File: config.mk
export PLATFORM = sky130hd
export DESIGN_NAME = hwloop_fetch_top
export DESIGN_NICKNAME = d
export VERILOG_FILES = /design/src/source/hwloop_pkg.sv /design/src/source/fetch_fifo.sv /design/src/source/fetch_pc_gen.sv /design/src/source/hwloop_controller.sv /design/src/source/hwloop_fetch_top.sv /design/src/source/hwloop_wb_regs.sv
export VERILOG_INCLUDE_DIRS = /design/src /design/src/include
export SDC_FILE = /design/constraint.sdc
export NUM_CORES = 1
export LEC_CHECK = 0
export BUFFER_PORTS_ARGS = -buffer_cell sky130_fd_sc_hd__buf_2
export CAP_MARGIN = 25
export CORE_MARGIN = 8
export CORE_UTILIZATION = 29
export DETAILED_ROUTE_END_ITERATION = 10
export PLACE_DENSITY = 0.41
export SLEW_MARGIN = 20
export SYNTH_ARGS = -nofsm -noshare
export SYNTH_HDL_FRONTEND = slang
export SYNTH_SLANG_ARGS = --single-unit
File: constraint.sdc
create_clock -name clk_i -period 4.26 [get_ports clk_i]
set_input_delay 0.852 -clock clk_i [delete_from_list [all_inputs] [get_ports clk_i]]
set_output_delay 0.852 -clock clk_i [all_outputs]
set_load 0.01 [all_outputs]
File: src/include/hwloop_macros.svh
`ifndef HWLOOP_MACROS_SVH
`define HWLOOP_MACROS_SVH

`define HWLOOP_NUM  4       // loop 0 is the innermost
`define PC_AWID     15      // fetch address bits
`define FIFO_DEPTH  4

// word offsets inside one loop block, loop k starts at word 4k
`define REG_START   2'd0
`define REG_END     2'd1
`define REG_COUNT   2'd2

`define REG_CTRL    5'd16   // bit 0 is run
`define REG_HALT    5'd17

`endif

File: src/source/hwloop_pkg.sv
`default_nettype none

`include "hwloop_macros.svh"

package hwloop_pkg;

    // start or end address, one word per loop
    typedef logic [`HWLOOP_NUM-1:0][31:0] loop_addr_t;

    // iteration counters
    typedef logic [`HWLOOP_NUM-1:0][31:0] loop_cnt_t;

    typedef logic [`HWLOOP_NUM-1:0]       loop_mask_t;  // bit k is loop k

    typedef logic [`PC_AWID-1:0]          pc_t;

    // wishbone word index into the register map
    typedef logic [4:0]                   reg_idx_t;

endpackage

`default_nettype wire

File: src/source/fetch_fifo.sv
`timescale 1ns/1ns
`default_nettype none

`include "hwloop_macros.svh"

module fetch_fifo
    import hwloop_pkg::*;
(
    input  wire logic clk_i,
    input  wire logic rst_i,
    input  wire logic push_i,
    input  wire pc_t  push_pc_i,
    input  wire logic issue_ready_i,   // decode stage takes a word

    output logic      full_o,
    output logic      issue_valid_o,
    output pc_t       issue_pc_o
);

    localparam int PTR_W = $clog2(`FIFO_DEPTH);
    localparam logic [PTR_W:0] DEPTH_CNT = `FIFO_DEPTH;

    pc_t              mem_q [`FIFO_DEPTH];
    logic [PTR_W-1:0] wr_ptr_q;
    logic [PTR_W-1:0] rd_ptr_q;
    logic [PTR_W:0]   count_q;
    logic             pop;

    function automatic logic [PTR_W-1:0] ptr_inc(input logic [PTR_W-1:0] p);
        if (p == PTR_W'(`FIFO_DEPTH-1))
            return '0;
        return p + 1'b1;
    endfunction

    assign pop = issue_valid_o & issue_ready_i;

    always_ff @(posedge clk_i) begin
        if (push_i)
            mem_q[wr_ptr_q] <= push_pc_i;
    end

    always_ff @(posedge clk_i) begin
        if (rst_i) begin
            wr_ptr_q <= '0;
            rd_ptr_q <= '0;
            count_q  <= '0;
        end else begin
            if (push_i)
                wr_ptr_q <= ptr_inc(wr_ptr_q);
            if (pop)
                rd_ptr_q <= ptr_inc(rd_ptr_q);
            if (push_i && !pop)
                count_q <= count_q + 1'b1;
            else if (pop && !push_i)
                count_q <= count_q - 1'b1;
        end
    end

    assign full_o        = (count_q == DEPTH_CNT);
    assign issue_valid_o = (count_q != '0);
    assign issue_pc_o    = mem_q[rd_ptr_q];     // head of queue

    a_no_overflow: assert property (@(posedge clk_i) disable iff (rst_i)
        push_i |-> !full_o);

    // held word must not move until the decode stage takes it
    a_issue_hold: assert property (@(posedge clk_i) disable iff (rst_i)
        issue_valid_o && !issue_ready_i |=> issue_valid_o && $stable(issue_pc_o));

endmodule

`default_nettype wire

File: src/source/fetch_pc_gen.sv
`timescale 1ns/1ns
`default_nettype none

module fetch_pc_gen
    import hwloop_pkg::*;
(
    input  wire logic clk_i,
    input  wire logic rst_i,
    input  wire logic run_i,
    input  wire logic fifo_full_i,
    input  wire pc_t  halt_pc_i,
    input  wire logic loop_jump_i,     // redirect from loop controller
    input  wire pc_t  loop_target_i,

    output pc_t       fetch_pc_o,
    output logic      fetch_fire_o,
    output logic      halt_hit_o       // last fetch, run clears
);

    pc_t  pc_q;
    pc_t  pc_next;
    logic fire;

    assign fire    = run_i & ~fifo_full_i;  // stall while fifo full
    assign pc_next = loop_jump_i ? loop_target_i : pc_q + 1'b1;

    always_ff @(posedge clk_i) begin
        if (rst_i) begin
            pc_q <= '0;
        end else if (!run_i) begin
            pc_q <= '0;         // idle, next run starts at 0
        end else if (fire) begin
            pc_q <= pc_next;
        end
    end

    assign fetch_pc_o   = pc_q;
    assign fetch_fire_o = fire;
    assign halt_hit_o   = fire & (pc_q == halt_pc_i);

    // register file must drop run right after the halt fetch
    a_halt_stops: assert property (@(posedge clk_i) disable iff (rst_i)
        halt_hit_o |=> !fetch_fire_o);

endmodule

`default_nettype wire

File: src/source/hwloop_controller.sv
`timescale 1ns/1ns
`default_nettype none

`include "hwloop_macros.svh"

module hwloop_controller
    import hwloop_pkg::*;
(
    input  wire pc_t        current_pc_i,            // fetch address this cycle
    input  wire logic       fetch_fire_i,

    // from loop register file
    input  wire loop_addr_t loop_start_addr_i,
    input  wire loop_addr_t loop_end_addr_i,
    input  wire loop_cnt_t  loop_counter_i,
    input  wire loop_mask_t loop_cnt_dec_pending_i,  // decrements not yet applied

    // to pc generator
    output logic            loop_jump_o,
    output pc_t             loop_target_addr_o,

    output loop_mask_t      loop_cnt_dec_o           // to loop register file
);

    loop_mask_t end_hit;

    // end address match, counter must allow one more pass
    always_comb begin
        for (int k = 0; k < `HWLOOP_NUM; k++) begin
            end_hit[k] = fetch_fire_i
                && (current_pc_i == loop_end_addr_i[k][`PC_AWID-1:0])
                && (loop_cnt_dec_pending_i[k] ? (loop_counter_i[k] >= 32'd3)
                                              : (loop_counter_i[k] >= 32'd2));
        end
    end

    // inner loop wins, so walk from the outermost down
    always_comb begin
        loop_target_addr_o = '0;
        loop_cnt_dec_o     = '0;
        for (int k = `HWLOOP_NUM-1; k >= 0; k--) begin
            if (end_hit[k]) begin
                loop_target_addr_o = loop_start_addr_i[k][`PC_AWID-1:0];
                loop_cnt_dec_o     = loop_mask_t'(1) << k;
            end
        end
    end

    assign loop_jump_o = |end_hit;

    always_comb begin
        a_dec_onehot: assert final ($onehot0(loop_cnt_dec_o))
            else $error("more than one loop decremented");
        a_jump_dec: assert final (loop_jump_o == (|loop_cnt_dec_o))
            else $error("jump without matching decrement");
    end

endmodule

`default_nettype wire

File: src/source/hwloop_fetch_top.sv
`timescale 1ns/1ns
`default_nettype none

module hwloop_fetch_top
    import hwloop_pkg::*;
(
    input  wire logic        clk_i,
    input  wire logic        rst_i,

    // host port
    input  wire logic        wb_cyc_i,
    input  wire logic        wb_stb_i,
    input  wire logic        wb_we_i,
    input  wire reg_idx_t    wb_adr_i,
    input  wire logic [31:0] wb_dat_i,
    output logic [31:0]      wb_dat_o,
    output logic             wb_ack_o,

    // issue port to decode
    output logic             issue_valid_o,
    output pc_t              issue_pc_o,
    input  wire logic        issue_ready_i
);

    loop_addr_t loop_start;
    loop_addr_t loop_end;
    loop_cnt_t  loop_counter;
    loop_mask_t dec_pending;
    loop_mask_t loop_cnt_dec;
    logic       run;
    pc_t        halt_pc;
    logic       halt_hit;

    pc_t        fetch_pc;
    logic       fetch_fire;
    logic       loop_jump;
    pc_t        loop_target;
    logic       fifo_full;

    hwloop_wb_regs u_regs (
        .clk_i          (clk_i),
        .rst_i          (rst_i),
        .wb_cyc_i       (wb_cyc_i),
        .wb_stb_i       (wb_stb_i),
        .wb_we_i        (wb_we_i),
        .wb_adr_i       (wb_adr_i),
        .wb_dat_i       (wb_dat_i),
        .wb_dat_o       (wb_dat_o),
        .wb_ack_o       (wb_ack_o),
        .loop_cnt_dec_i (loop_cnt_dec),
        .halt_hit_i     (halt_hit),
        .loop_start_o   (loop_start),
        .loop_end_o     (loop_end),
        .loop_counter_o (loop_counter),
        .dec_pending_o  (dec_pending),
        .run_o          (run),
        .halt_pc_o      (halt_pc)
    );

    hwloop_controller u_ctrl (
        .current_pc_i           (fetch_pc),
        .fetch_fire_i           (fetch_fire),
        .loop_start_addr_i      (loop_start),
        .loop_end_addr_i        (loop_end),
        .loop_counter_i         (loop_counter),
        .loop_cnt_dec_pending_i (dec_pending),
        .loop_jump_o            (loop_jump),
        .loop_target_addr_o     (loop_target),
        .loop_cnt_dec_o         (loop_cnt_dec)
    );

    fetch_pc_gen u_pc (
        .clk_i         (clk_i),
        .rst_i         (rst_i),
        .run_i         (run),
        .fifo_full_i   (fifo_full),
        .halt_pc_i     (halt_pc),
        .loop_jump_i   (loop_jump),
        .loop_target_i (loop_target),
        .fetch_pc_o    (fetch_pc),
        .fetch_fire_o  (fetch_fire),
        .halt_hit_o    (halt_hit)
    );

    fetch_fifo u_fifo (
        .clk_i         (clk_i),
        .rst_i         (rst_i),
        .push_i        (fetch_fire),     // every fetched pc is queued
        .push_pc_i     (fetch_pc),
        .issue_ready_i (issue_ready_i),
        .full_o        (fifo_full),
        .issue_valid_o (issue_valid_o),
        .issue_pc_o    (issue_pc_o)
    );

endmodule

`default_nettype wire

File: src/source/hwloop_wb_regs.sv
`timescale 1ns/1ns
`default_nettype none

`include "hwloop_macros.svh"

module hwloop_wb_regs
    import hwloop_pkg::*;
(
    input  wire logic        clk_i,
    input  wire logic        rst_i,

    // wishbone classic slave
    input  wire logic        wb_cyc_i,
    input  wire logic        wb_stb_i,
    input  wire logic        wb_we_i,
    input  wire reg_idx_t    wb_adr_i,
    input  wire logic [31:0] wb_dat_i,
    output logic [31:0]      wb_dat_o,
    output logic             wb_ack_o,

    input  wire loop_mask_t  loop_cnt_dec_i,   // from controller
    input  wire logic        halt_hit_i,       // from pc generator

    output loop_addr_t       loop_start_o,
    output loop_addr_t       loop_end_o,
    output loop_cnt_t        loop_counter_o,
    output loop_mask_t       dec_pending_o,
    output logic             run_o,
    output pc_t              halt_pc_o
);

    loop_addr_t  loop_start_q;
    loop_addr_t  loop_end_q;
    loop_cnt_t   loop_counter_q;
    loop_mask_t  dec_pending_q;     // decrement requested last cycle
    logic        run_q;
    pc_t         halt_pc_q;
    logic        ack_q;
    logic [31:0] dat_q;

    logic        wb_req;
    logic        wr_en;
    logic        in_loop_blk;
    logic [1:0]  loop_sel;
    logic [1:0]  reg_sel;
    logic [31:0] rd_data;

    assign wb_req      = wb_cyc_i & wb_stb_i & ~ack_q;  // new access, ack not yet given
    assign wr_en       = wb_req & wb_we_i;
    assign in_loop_blk = ~wb_adr_i[4];
    assign loop_sel    = wb_adr_i[3:2];
    assign reg_sel     = wb_adr_i[1:0];

    // read mux
    always_comb begin
        rd_data = '0;
        if (in_loop_blk) begin
            if (reg_sel == `REG_START)
                rd_data = loop_start_q[loop_sel];
            else if (reg_sel == `REG_END)
                rd_data = loop_end_q[loop_sel];
            else if (reg_sel == `REG_COUNT)
                rd_data = loop_counter_q[loop_sel];  // live value
        end else if (wb_adr_i == `REG_CTRL) begin
            rd_data = {31'b0, run_q};
        end else if (wb_adr_i == `REG_HALT) begin
            rd_data = 32'(halt_pc_q);
        end
    end

    always_ff @(posedge clk_i) begin
        if (rst_i) begin
            ack_q          <= 1'b0;
            dat_q          <= '0;
            loop_start_q   <= '0;
            loop_end_q     <= '0;
            loop_counter_q <= '0;
            dec_pending_q  <= '0;
            run_q          <= 1'b0;
            halt_pc_q      <= '0;
        end else begin
            ack_q         <= wb_req;
            dec_pending_q <= loop_cnt_dec_i;
            if (wb_req)
                dat_q <= rd_data;

            // decrement lands one cycle after the request
            for (int k = 0; k < `HWLOOP_NUM; k++) begin
                if (dec_pending_q[k])
                    loop_counter_q[k] <= loop_counter_q[k] - 32'd1;
            end

            if (halt_hit_i)
                run_q <= 1'b0;

            if (wr_en && in_loop_blk) begin
                if (reg_sel == `REG_START)
                    loop_start_q[loop_sel] <= wb_dat_i;
                if (reg_sel == `REG_END)
                    loop_end_q[loop_sel] <= wb_dat_i;
                if (reg_sel == `REG_COUNT)
                    loop_counter_q[loop_sel] <= wb_dat_i;
            end
            if (wr_en && wb_adr_i == `REG_CTRL)
                run_q <= wb_dat_i[0];
            if (wr_en && wb_adr_i == `REG_HALT)
                halt_pc_q <= wb_dat_i[`PC_AWID-1:0];
        end
    end

    assign wb_ack_o       = ack_q;
    assign wb_dat_o       = dat_q;
    assign loop_start_o   = loop_start_q;
    assign loop_end_o     = loop_end_q;
    assign loop_counter_o = loop_counter_q;
    assign dec_pending_o  = dec_pending_q;
    assign run_o          = run_q;
    assign halt_pc_o      = halt_pc_q;

    // single cycle ack even when the master holds stb
    a_ack_single: assert property (@(posedge clk_i) disable iff (rst_i)
        wb_ack_o |=> !wb_ack_o);

endmodule

`default_nettype wire

==> flow_summary.toml, run 1 <==
[outcome]
status = "complete, no violations"

[pwr]
clkPwrFrac = 0.497
p_sw_mw = 2.85
p_int_mw = 8.69
seq_power_share = 0.436
p_leak_nw = 10.3
powerDensity_nw_per_um2 = 393
combPwrFrac = 0.067
totalPowerFinal_mw = 11.5
netSwitchingFraction = 0.247
max-vdd-ir-drop_v = 0.000270

[cells_and_area]
seq_area_um2 = 11000
layout_commonest_cell = "nand2_1"
drive_gt1_frac = 0.151
area_delta_synth_final_pct = 15.4
multi_input_area_um2 = 13400
nets = 2925
stdcell_area_um2 = 29300
fillers = 9032
layout_common_cells = "nand2_1, dfxtp_1, a21oi_1"

[worst_setup_path]
rrSetupSlack_ns = 0.68
worstPathArrival_ns = 4.13
crit_path_end_kind = "flip-flop"
start_kind = "flip-flop"
worstPathRequired_ns = 4.81
crit_path_max_fanout = 10
path_class = "reg -> reg"

[floorplan]
die_w_um = 312
core_um2 = 86800
die_height_um = 312
rows = 108
ioPinCount = 92
dieArea_um2 = 97300
initial_utilization = 0.293

[sta]
slew_violations = 0
max_freq_mhz = 279
max_slew.worst_pin.slew_ns = 1.03
setup_tns_ns = 0
layout_min_cycle_time_ns = 3.58
clock_skew_ns = 0.0273
finalSetupViolations = 0
worst_slack_ns = 0.677
rsz0062_at_grt = "no"
min_period_over_period = 0.841
finalHoldViolCount = 0
slew_headroom = 0.309

[detailed_routing]
routed_via_density = 5.26
avgRoutedWirePerCell_um = 23.7
ant_nets = 0
drt_pre_antenna_iters = 6
vias = 21418
routed_wl_mm = 96.4
detail_route.iter0.violations = 1602
drcViolationCount = 0

[clock_network]
ctsLongestPathBuffers = 3
numCtsBuffers = 66
cts_setup_buffers = 0
cts_root_buf = "clkbuf_16"
ctsResizeCount = 0
worstSkewPairLatency_ns = 0.61
cts_hold_buf = 0
path_clk_slew_ns = 0.06
cts_max_level = 3
cts_tree = "done"
cts.sinks = 521

[place]
hpwl_mm = 65.7
placed_area_um2 = 27100
gp_congestion = 0.882
pre_cts_slack_ns = 0.560
portBuffers = 91

[synth]
async_flop_share = 0
synthCells = 2867
synth_cell_type_count = 71
avgSynthCellArea_um2 = 8.86
synth_area_leaders = "dfxtp_1, mux4_2, nand2_1"
synth_top_cell_by_area = "dfxtp_1"
ys_warn_count = 0
yosysTopAreaCellShare = 0.363
syn_nets = 2930
ys_ff_latch = 521
syn_area_um2 = 25400
synth_edf_count = 60
synthFlopType = "dfxtp_1"
ys_seq_area_frac = 0.434

[global_routing]
antenna_found_initial = 4
grt_pass1_vias = 20985
grt_max_degree = 127
grt_usage = 0.191
grt_overflow = 0
grt_pass1_wl_mm = 142

[run]
max_cap_violations = 0

[min_path]
hold_class = "reg -> reg"
-- cells by family (layout without fill, tap and decap cells) --
| logic type | after synthesis | after routing | synth area share |
|---|---|---|---|
| XOR/XNOR | 202 | 202 | 0.0696 |
| AO/OA/AOI/OAI | 542 | 542 | 0.128 |
| multiplexers | 171 | 171 | 0.123 |
| buffers and inverters | 265 | 312 | 0.0398 |
| AND/OR/NAND/NOR | 1146 | 1146 | 0.196 |
| other | 0 | 3 | 0 |
| flip-flops | 521 | 521 | 0.434 |
| adder cells (fa/ha/maj) | 20 | 20 | 0.0101 |
-- power groups by stage --
| stage | combinational, mW | sequential (mW) | clock [mW] |
|---|---|---|---|
| finish | 0.771 | 5.04 | 5.73 |
| detailed placement | 0.793 | 5.14 | 0 |
| CTS | 0.795 | 5.04 | 5.89 |
| global placement | 0.784 | 5.14 | 0 |
| floorplan | 0.490 | 5.12 | 0 |
| global route | 0.840 | 5.04 | 6.09 |
-- metal layers --
metal / share of wire / routed length (um) / GRT usage / vias to the layer above
met5: 0 / 0 / 0 / -
met4: 0.037 / 3570 / 0.0691 / 0
met3: 0.056 / 5440 / 0.0296 / 159
met2: 0.47 / 45500 / 0.316 / 703
met1: 0.43 / 41800 / 0.253 / 10552
li1: - / - / - / 10004
-- worst max-delay path, cell delays in order, from the launching register on --
cell and delay (ns):
dfxtp_1 0.33, or4_1 0.61, or4_1 0.53, nor4_4 0.58
or4_1 0.57, and2b_1 0.22, nand2_1 0.08, nor4b_2 0.25
a21boi_0 0.23, a211o_1 0.13
-- sequential cells by signal (all words and copies together), names as in the netlist, named ones only --
signal and flops:
u_regs.loop_counter_o 128, u_regs.loop_end_o 128, u_regs.loop_start_o 128, u_fifo.mem_q 60, u_regs.wb_dat_o 32, u_pc.fetch_pc_o 15, u_regs.halt_pc_o 15, u_regs.dec_pending_o 4
u_fifo.count_q 3, u_fifo.rd_ptr_q 2, u_fifo.wr_ptr_q 2, u_regs.run_o 1, u_regs.wb_ack_o 1
-- through the flow --
stage,hold WS (ns),std cells,util
4_1_cts,0.452,4068,0.338
5_1_grt,0.470,4069,0.338
2_1_floorplan,0.429,2867,-
6_report,0.448,4072,0.338
3_3_place_gp,0.435,3948,0.312
3_5_place_dp,0.444,3948,0.312
-- final timing paths --
path                                                 from                     to  cells past startpoint
worst max-delay path            u_regs.loop_counter_o[58]     u_pc.fetch_pc_o[4]                      9
worst min-delay path                u_regs.loop_end_o[95]  u_regs.loop_end_o[95]                      2
worst max register to register  u_regs.loop_counter_o[58]     u_pc.fetch_pc_o[4]                      9
worst min register to register      u_regs.loop_end_o[95]  u_regs.loop_end_o[95]                      2
-- area by class of cell --
type	instances	share of cell area
diodes	3	0.000256
well taps	1155	0.0493
multi-input cells	2081	0.458
inverters	19	0.00243
clock inverters	25	0.0101
flip-flops and latches	521	0.376
repair buffers	173	0.0390
clock buffers	95	0.0653
-- Yosys cell counts, drive strengths merged, types with 14 or more instances --
cell    count
a211oi    125
a21oi     312
a22oi      17
and3       15
buf        28
clkbuf    218
dfxtp     461
edfxtp     60
ha         19
inv        18
mux2       15
mux2i      45
mux4      111
nand2     640
nand3      30
nor2      258
nor3       56
nor4       41
o21ai      41
or3        16
or4        14
xnor2     124
xor2       78
(Power assumes the default switching activity.)
==> run 2, diff against run 1 <==
--- a/config.mk
+++ b/config.mk
@@ -6,12 +6,13 @@
 export SDC_FILE = /design/constraint.sdc
 export NUM_CORES = 1
 export LEC_CHECK = 0
+export ABC_AREA = 1
 export BUFFER_PORTS_ARGS = -buffer_cell sky130_fd_sc_hd__buf_2
 export CAP_MARGIN = 25
 export CORE_MARGIN = 8
 export CORE_UTILIZATION = 29
 export DETAILED_ROUTE_END_ITERATION = 10
-export PLACE_DENSITY = 0.41
+export PLACE_DENSITY = 0.43
 export SLEW_MARGIN = 20
 export SYNTH_ARGS = -nofsm -noshare
 export SYNTH_HDL_FRONTEND = slang
==> constraint.sdc (replaced) <==
create_clock -name clk_i -period 3 [get_ports clk_i]
set_input_delay 0.6 -clock clk_i [delete_from_list [all_inputs] [get_ports clk_i]]
set_output_delay 0.6 -clock clk_i [all_outputs]
set_load 0.01 [all_outputs]
==> run 2 against run 1 <==
- fmax is 27% higher
- clock skew is 0.0031 ns lower
- global-route usage is 2.4 points higher
- die area is 7.7% higher
==> flow_summary.toml, run 2 <==
[outcome]
status = "complete, no violations"

[detailed_routing]
routed_wl_mm = 116
detail_route.iter0.violations = 2324
ant_nets = 0
routed_via_density = 5.00
drt_pre_antenna_iters = 6
vias = 26095
avgRoutedWirePerCell_um = 22.3
drcViolationCount = 0

[cells_and_area]
utilization = 0.335
layout_commonest_cell = "o21ai_0"
area_delta_synth_final_pct = 15.2
multi_input_area_um2 = 13500
drive_gt1_frac = 0.108
stdcell_area_um2 = 31600
layout_common_cells = "o21ai_0, nand2_1, nor2_1"
seq_area_um2 = 11000
fillers = 10314
nets = 3960

[clock_network]
worstSkewPairLatency_ns = 0.63
cts.sinks = 521
path_clk_slew_ns = 0.06
ctsResizeCount = 0
numCtsBuffers = 67
cts_setup_buffers = 0
cts_max_level = 3
cts_tree = "done"
ctsLongestPathBuffers = 3
cts_hold_buf = 0
cts_root_buf = "clkbuf_16"

[synth]
synth_most_common_cell = "o21ai_0"
async_flop_share = 0
synth_cell_type_count = 56
ys_seq_area_frac = 0.402
yosys.area_share.simple = 0.212
syn_nets = 3940
syn_area_um2 = 27500
ys_ff_latch = 521
ys_warn_count = 0
synthFlopType = "dfxtp_1"
synth_area_leaders = "dfxtp_1, o21ai_0, nand2_1"
synth_edf_count = 60
synthTopCellsByCount = "o21ai_0, nand2_1, nor2_1, dfxtp_1, inv_1"
synth_compound_area_frac = 0.226
synth.area.mux_share = 0
synth_xor_area_frac = 0.0424
avgSynthCellArea_um2 = 7.09
synthAdderAreaFrac = 0.00938
yosysTopAreaCellShare = 0.336
synth_top_cell_by_area = "dfxtp_1"
synthCells = 3877
synth_top_family_by_area = "compound AO/OA/AOI/OAI gates"

[floorplan]
core_um2 = 94400
rows = 113
dieArea_um2 = 105000
die_height_um = 324
die_w_um = 324
ioPinCount = 92
initial_utilization = 0.291

[pwr]
clkPwrFrac = 0.488
netSwitchingFraction = 0.269
p_leak_nw = 13.7
combPwrFrac = 0.093
p_int_mw = 12.4
powerDensity_nw_per_um2 = 538
max-vdd-ir-drop_v = 0.000345
seq_power_share = 0.419
p_sw_mw = 4.59

[run]
max_cap_violations = 0

[global_routing]
grt_usage = 0.216
grt_max_degree = 94
grt_pass1_wl_mm = 170
grt_pass1_vias = 24759
grt_overflow = 0
antenna_found_initial = 4

[min_path]
hold_class = "in -> reg"

[sta]
slew_headroom = 0.312
max_slew.worst_pin.slew_ns = 1.03
setup_tns_ns = 0
clock_skew_ns = 0.0243
min_period_over_period = 0.944
finalSetupViolations = 0
slew_violations = 0
finalHoldViolCount = 0
layout_min_cycle_time_ns = 2.83
rsz0062_at_grt = "no"
max_freq_mhz = 353

[worst_setup_path]
path_class = "reg -> reg"
start_kind = "flip-flop"
worstPathArrival_ns = 3.40
worstPathRequired_ns = 3.57
crit_path_end_kind = "flip-flop"
crit_path_max_fanout = 20

[place]
portBuffers = 91
gp_congestion = 0.946
placed_area_um2 = 29400
hpwl_mm = 82.4
## run 2: cell count changes after synthesis, moves of 45 or more
cell,before,now
o21ai_0,41,541
inv_1,18,454
nor2_1,256,494
nand2_1,639,511
a211oi_1,124,6
nand3_1,30,147
mux4_2,111,0
o22ai_1,0,102
xnor2_1,124,34
clkbuf_1,218,155
o21bai_1,0,61
buf_2,7,60
mux2i_1,45,0
## run 2: logic make-up (layout without fill, tap and decap cells)
group,after synthesis,count (layout)
adder cells (fa/ha/maj),20,20
buffers and inverters,741,812
XOR/XNOR,132,132
flip-flops,521,521
AO/OA/AOI/OAI,1131,1131
AND/OR/NAND/NOR,1332,1332
other,0,3
## run 2: path summary, 6_finish.rpt
| check | startpoint | slack, ns | endpoint | depth (start not counted) |
|---|---|---|---|---|
| hold reg to reg | u_regs.loop_start_o[60] | 0.45 | u_regs.loop_start_o[60] | 2 |
| setup reg to reg | u_regs.loop_counter_o[23] | 0.17 | u_regs.dec_pending_o[3] | 11 |
| setup / recovery | u_regs.loop_counter_o[23] | 0.17 | u_regs.dec_pending_o[3] | 11 |
| hold / removal | wb_dat_i[2] | 0.30 | u_regs.loop_counter_o[98] | 3 |
## run 2: critical path, cell delays in order (launching register included)
cell and delay [ns]:
dfxtp_1 0.33, inv_1 0.15, nand2_1 0.12, nor2_1 0.15, nand2_1 0.09, nor2_1 0.26
nand3_1 0.30, nand3_1 0.28, buf_4 0.29, nand3_1 0.14, nor3_1 0.48, buf_4 0.20
## run 2: power by group through the flow
stage               Sequential (mW)  Combinational (mW)  Clock (mW)
floorplan                      7.28               0.882           0
finish                         7.14                1.58        8.31
global route                   7.14                1.72        8.77
global placement               7.29                1.60           0
CTS                            7.14                1.60        8.51
detailed placement             7.29                1.60           0
## run 2: area by class of cell
| cell class | instances | share of cell area |
|---|---|---|
| Timing Repair Buffer | 194 | 0.0442 |
| Inverter | 498 | 0.0596 |
| Tap cell | 1265 | 0.0500 |
| Clock inverter | 28 | 0.0109 |
| Sequential cell | 521 | 0.349 |
| Clock buffer | 92 | 0.0598 |
| Antenna cell | 3 | 0.000237 |
| Multi-Input combinational cell | 2615 | 0.427 |
## run 2: metrics by stage
stage	std cells	worst slack, ns	hold slack (ns)	power, mW
6_report	5216	0.168	0.297	17.0
5_1_grt	5213	0.0250	0.290	17.6
4_1_cts	5212	0.225	0.274	17.2
3_5_place_dp	5092	0.237	0.437	8.89
3_3_place_gp	5092	0.239	0.432	8.89
2_1_floorplan	3877	0.927	0.424	8.17
## run 2: per-layer routing
| metal | GRT usage | share of wire | routed length (um) | vias up |
|---|---|---|---|---|
| li1 | - | - | - | 12845 |
| met1 | 0.287 | 0.45 | 52100 | 12302 |
| met2 | 0.361 | 0.47 | 54200 | 802 |
| met3 | 0.0251 | 0.051 | 5880 | 146 |
| met4 | 0.0741 | 0.035 | 4120 | 0 |
| met5 | 0 | 0 | 0 | - |
==> run 3, diff against run 2 <==
--- a/config.mk
+++ b/config.mk
@@ -10,9 +10,9 @@
 export BUFFER_PORTS_ARGS = -buffer_cell sky130_fd_sc_hd__buf_2
 export CAP_MARGIN = 25
 export CORE_MARGIN = 8
-export CORE_UTILIZATION = 29
+export CORE_UTILIZATION = 57
 export DETAILED_ROUTE_END_ITERATION = 10
-export PLACE_DENSITY = 0.43
+export PLACE_DENSITY = 0.75
 export SLEW_MARGIN = 20
 export SYNTH_ARGS = -nofsm -noshare
 export SYNTH_HDL_FRONTEND = slang
==> run 3 against run 2 <==
- largest power group is now registers
- worst hold slack got worse by 0.020 ns
- largest cell class unchanged
- flip-flop and latch count unchanged
- sequential power about the same
- die area decreased by 47%
==> flow_summary.toml, run 3 (synthesis gave the netlist of run 2 again) <==
[detailed_routing]
drcViolationCount = 0
drt_pre_antenna_iters = 8
detail_route.iter0.violations = 3341
vias = 27213
ant_nets = 0
avgRoutedWirePerCell_um = 21.7
routed_via_density = 6.02
routed_wl_mm = 98.2

[place]
pre_cts_slack_ns = 0.376
hpwl_mm = 67.7
gp_congestion = 1.04
portBuffers = 91

[sta]
max_freq_mhz = 371
min_period_over_period = 0.897
clock_skew_ns = 0.0155
slew_violations = 0
rsz0062_at_grt = "no"
slew_headroom = 0.320
setup_tns_ns = 0
layout_min_cycle_time_ns = 2.69
worst_slack_ns = 0.308
finalSetupViolations = 0
max_slew.worst_pin.slew_ns = 1.02
finalHoldViolCount = 0

[pwr]
powerDensity_nw_per_um2 = 514
totalPowerFinal_mw = 15.5
p_leak_nw = 13.4
max-vdd-ir-drop_v = 0.000379

[outcome]
status = "complete, no violations"

[worst_setup_path]
crit_path_max_fanout = 30
worstPathRequired_ns = 2.40
cpPeakStageDelay_ns = 0.62
reg2reg_from = "u_pc.fetch_pc_o[2]"
start_kind = "flip-flop"
cp_cell_sequence = "inv_1 > o21ai_0 > o22ai_1 > buf_2"
slowest_stage = "inv_1"
worstPathArrival_ns = 2.09
crit_path_end_kind = "primary output"
path_buf_inv = 2
path_class = "reg -> out"
path_delay_family = "buffers and inverters"

[floorplan]
initial_utilization = 0.577
rows = 80
die_height_um = 236
die_w_um = 236
dieArea_um2 = 55500
core_um2 = 47600
ioPinCount = 92

[clock_network]
cts_root_buf = "clkbuf_16"
cts.sinks = 521
ctsResizeCount = 0
ctsLongestPathBuffers = 3
worstSkewPairLatency_ns = 0.63
cts_hold_buf = 0
cts_setup_buffers = 0
path_clk_slew_ns = 0.06
cts_tree = "done"
numCtsBuffers = 55
cts_max_level = 2

[global_routing]
globalRouteMet1Util = 0.412
grt_max_degree = 77
grt_pass1_wl_mm = 149
grt.busiest_layer = "met2"
use_met2 = 0.526
grt_usage = 0.339
grt_overflow = 0
grt_pass1_vias = 25471
antenna_found_initial = 0
met3_usage = 0.0617

[cells_and_area]
nets = 3923
layout_common_cells = "o21ai_0, nand2_1, nor2_1"
drive_gt1_frac = 0.0987
seq_area_um2 = 11000
n_antenna_cell = 0
multi_input_area_um2 = 13500
layout_commonest_cell = "o21ai_0"
area_delta_synth_final_pct = 9.87
fillers = 4367

[min_path]
hp-start = "wb_dat_i[2]"
hold_class = "in -> reg"

[run]
max_cap_violations = 0
[run 3: changes by cell type in the layout (fill, tap and decap cells not counted), moves of 2 or more]
cell / previous run / this run
buf_12: 12 / 14
buf_4: 90 / 64
bufinv_16: 5 / 3
clkbuf_16: 67 / 56
clkbuf_8: 12 / 8
clkinv_1: 5 / 1
clkinv_4: 0 / 3
clkinv_8: 2 / 0
diode_2: 3 / 0
nand2_2: 6 / 8
nand2_4: 5 / 3
[run 3: tightest hold or removal path: cells and delay by family]
family	cells	cell delay (ns)
buffers and inverters	1	0.10
AO/OA/AOI/OAI	1	0.05
AND/OR/NAND/NOR	1	0.10
[run 3: stage by stage]
step                 util  std cells  instance area (um^2)  hold WS, ns
floorplan               -       3877                 27500        0.424
global placement    0.596       4418                 28400        0.432
detailed placement  0.596       4418                 28400        0.436
CTS                 0.633       4517                 30200        0.263
global route        0.633       4517                 30200        0.274
finish              0.633       4517                 30200        0.277
[run 3: routing by layer]
layer | routed length, um | vias to the layer above
li1 | - | 12735
met1 | 37000 | 12420
met2 | 42400 | 1628
met3 | 9770 | 430
met4 | 9070 | 0
met5 | 0 | -
[run 3: path summary, 6_finish.rpt]
path                                                  end  slack (ns)  depth (start not counted)
worst max-delay path                        issue_pc_o[7]        0.31                          4
worst min-delay path            u_regs.loop_counter_o[98]        0.28                          3
worst max register to register        u_pc.fetch_pc_o[14]        0.48                         12
worst min register to register    u_regs.loop_start_o[18]        0.44                          2
[run 3: final cells by class]
cell class                 instances  area share
clock buffer                      77      0.0517
tap                              615      0.0255
inverter                         498      0.0624
sequential                       521       0.366
multi-input combinational       2615       0.447
clock inverter                    22     0.00796
timing repair buffer             169      0.0403
[run 3: report_power, final]
part	switching (mW)	internal, mW
Sequential	0.0517	7.09
Combinational	1.05	0.445
Clock	2.97	3.91
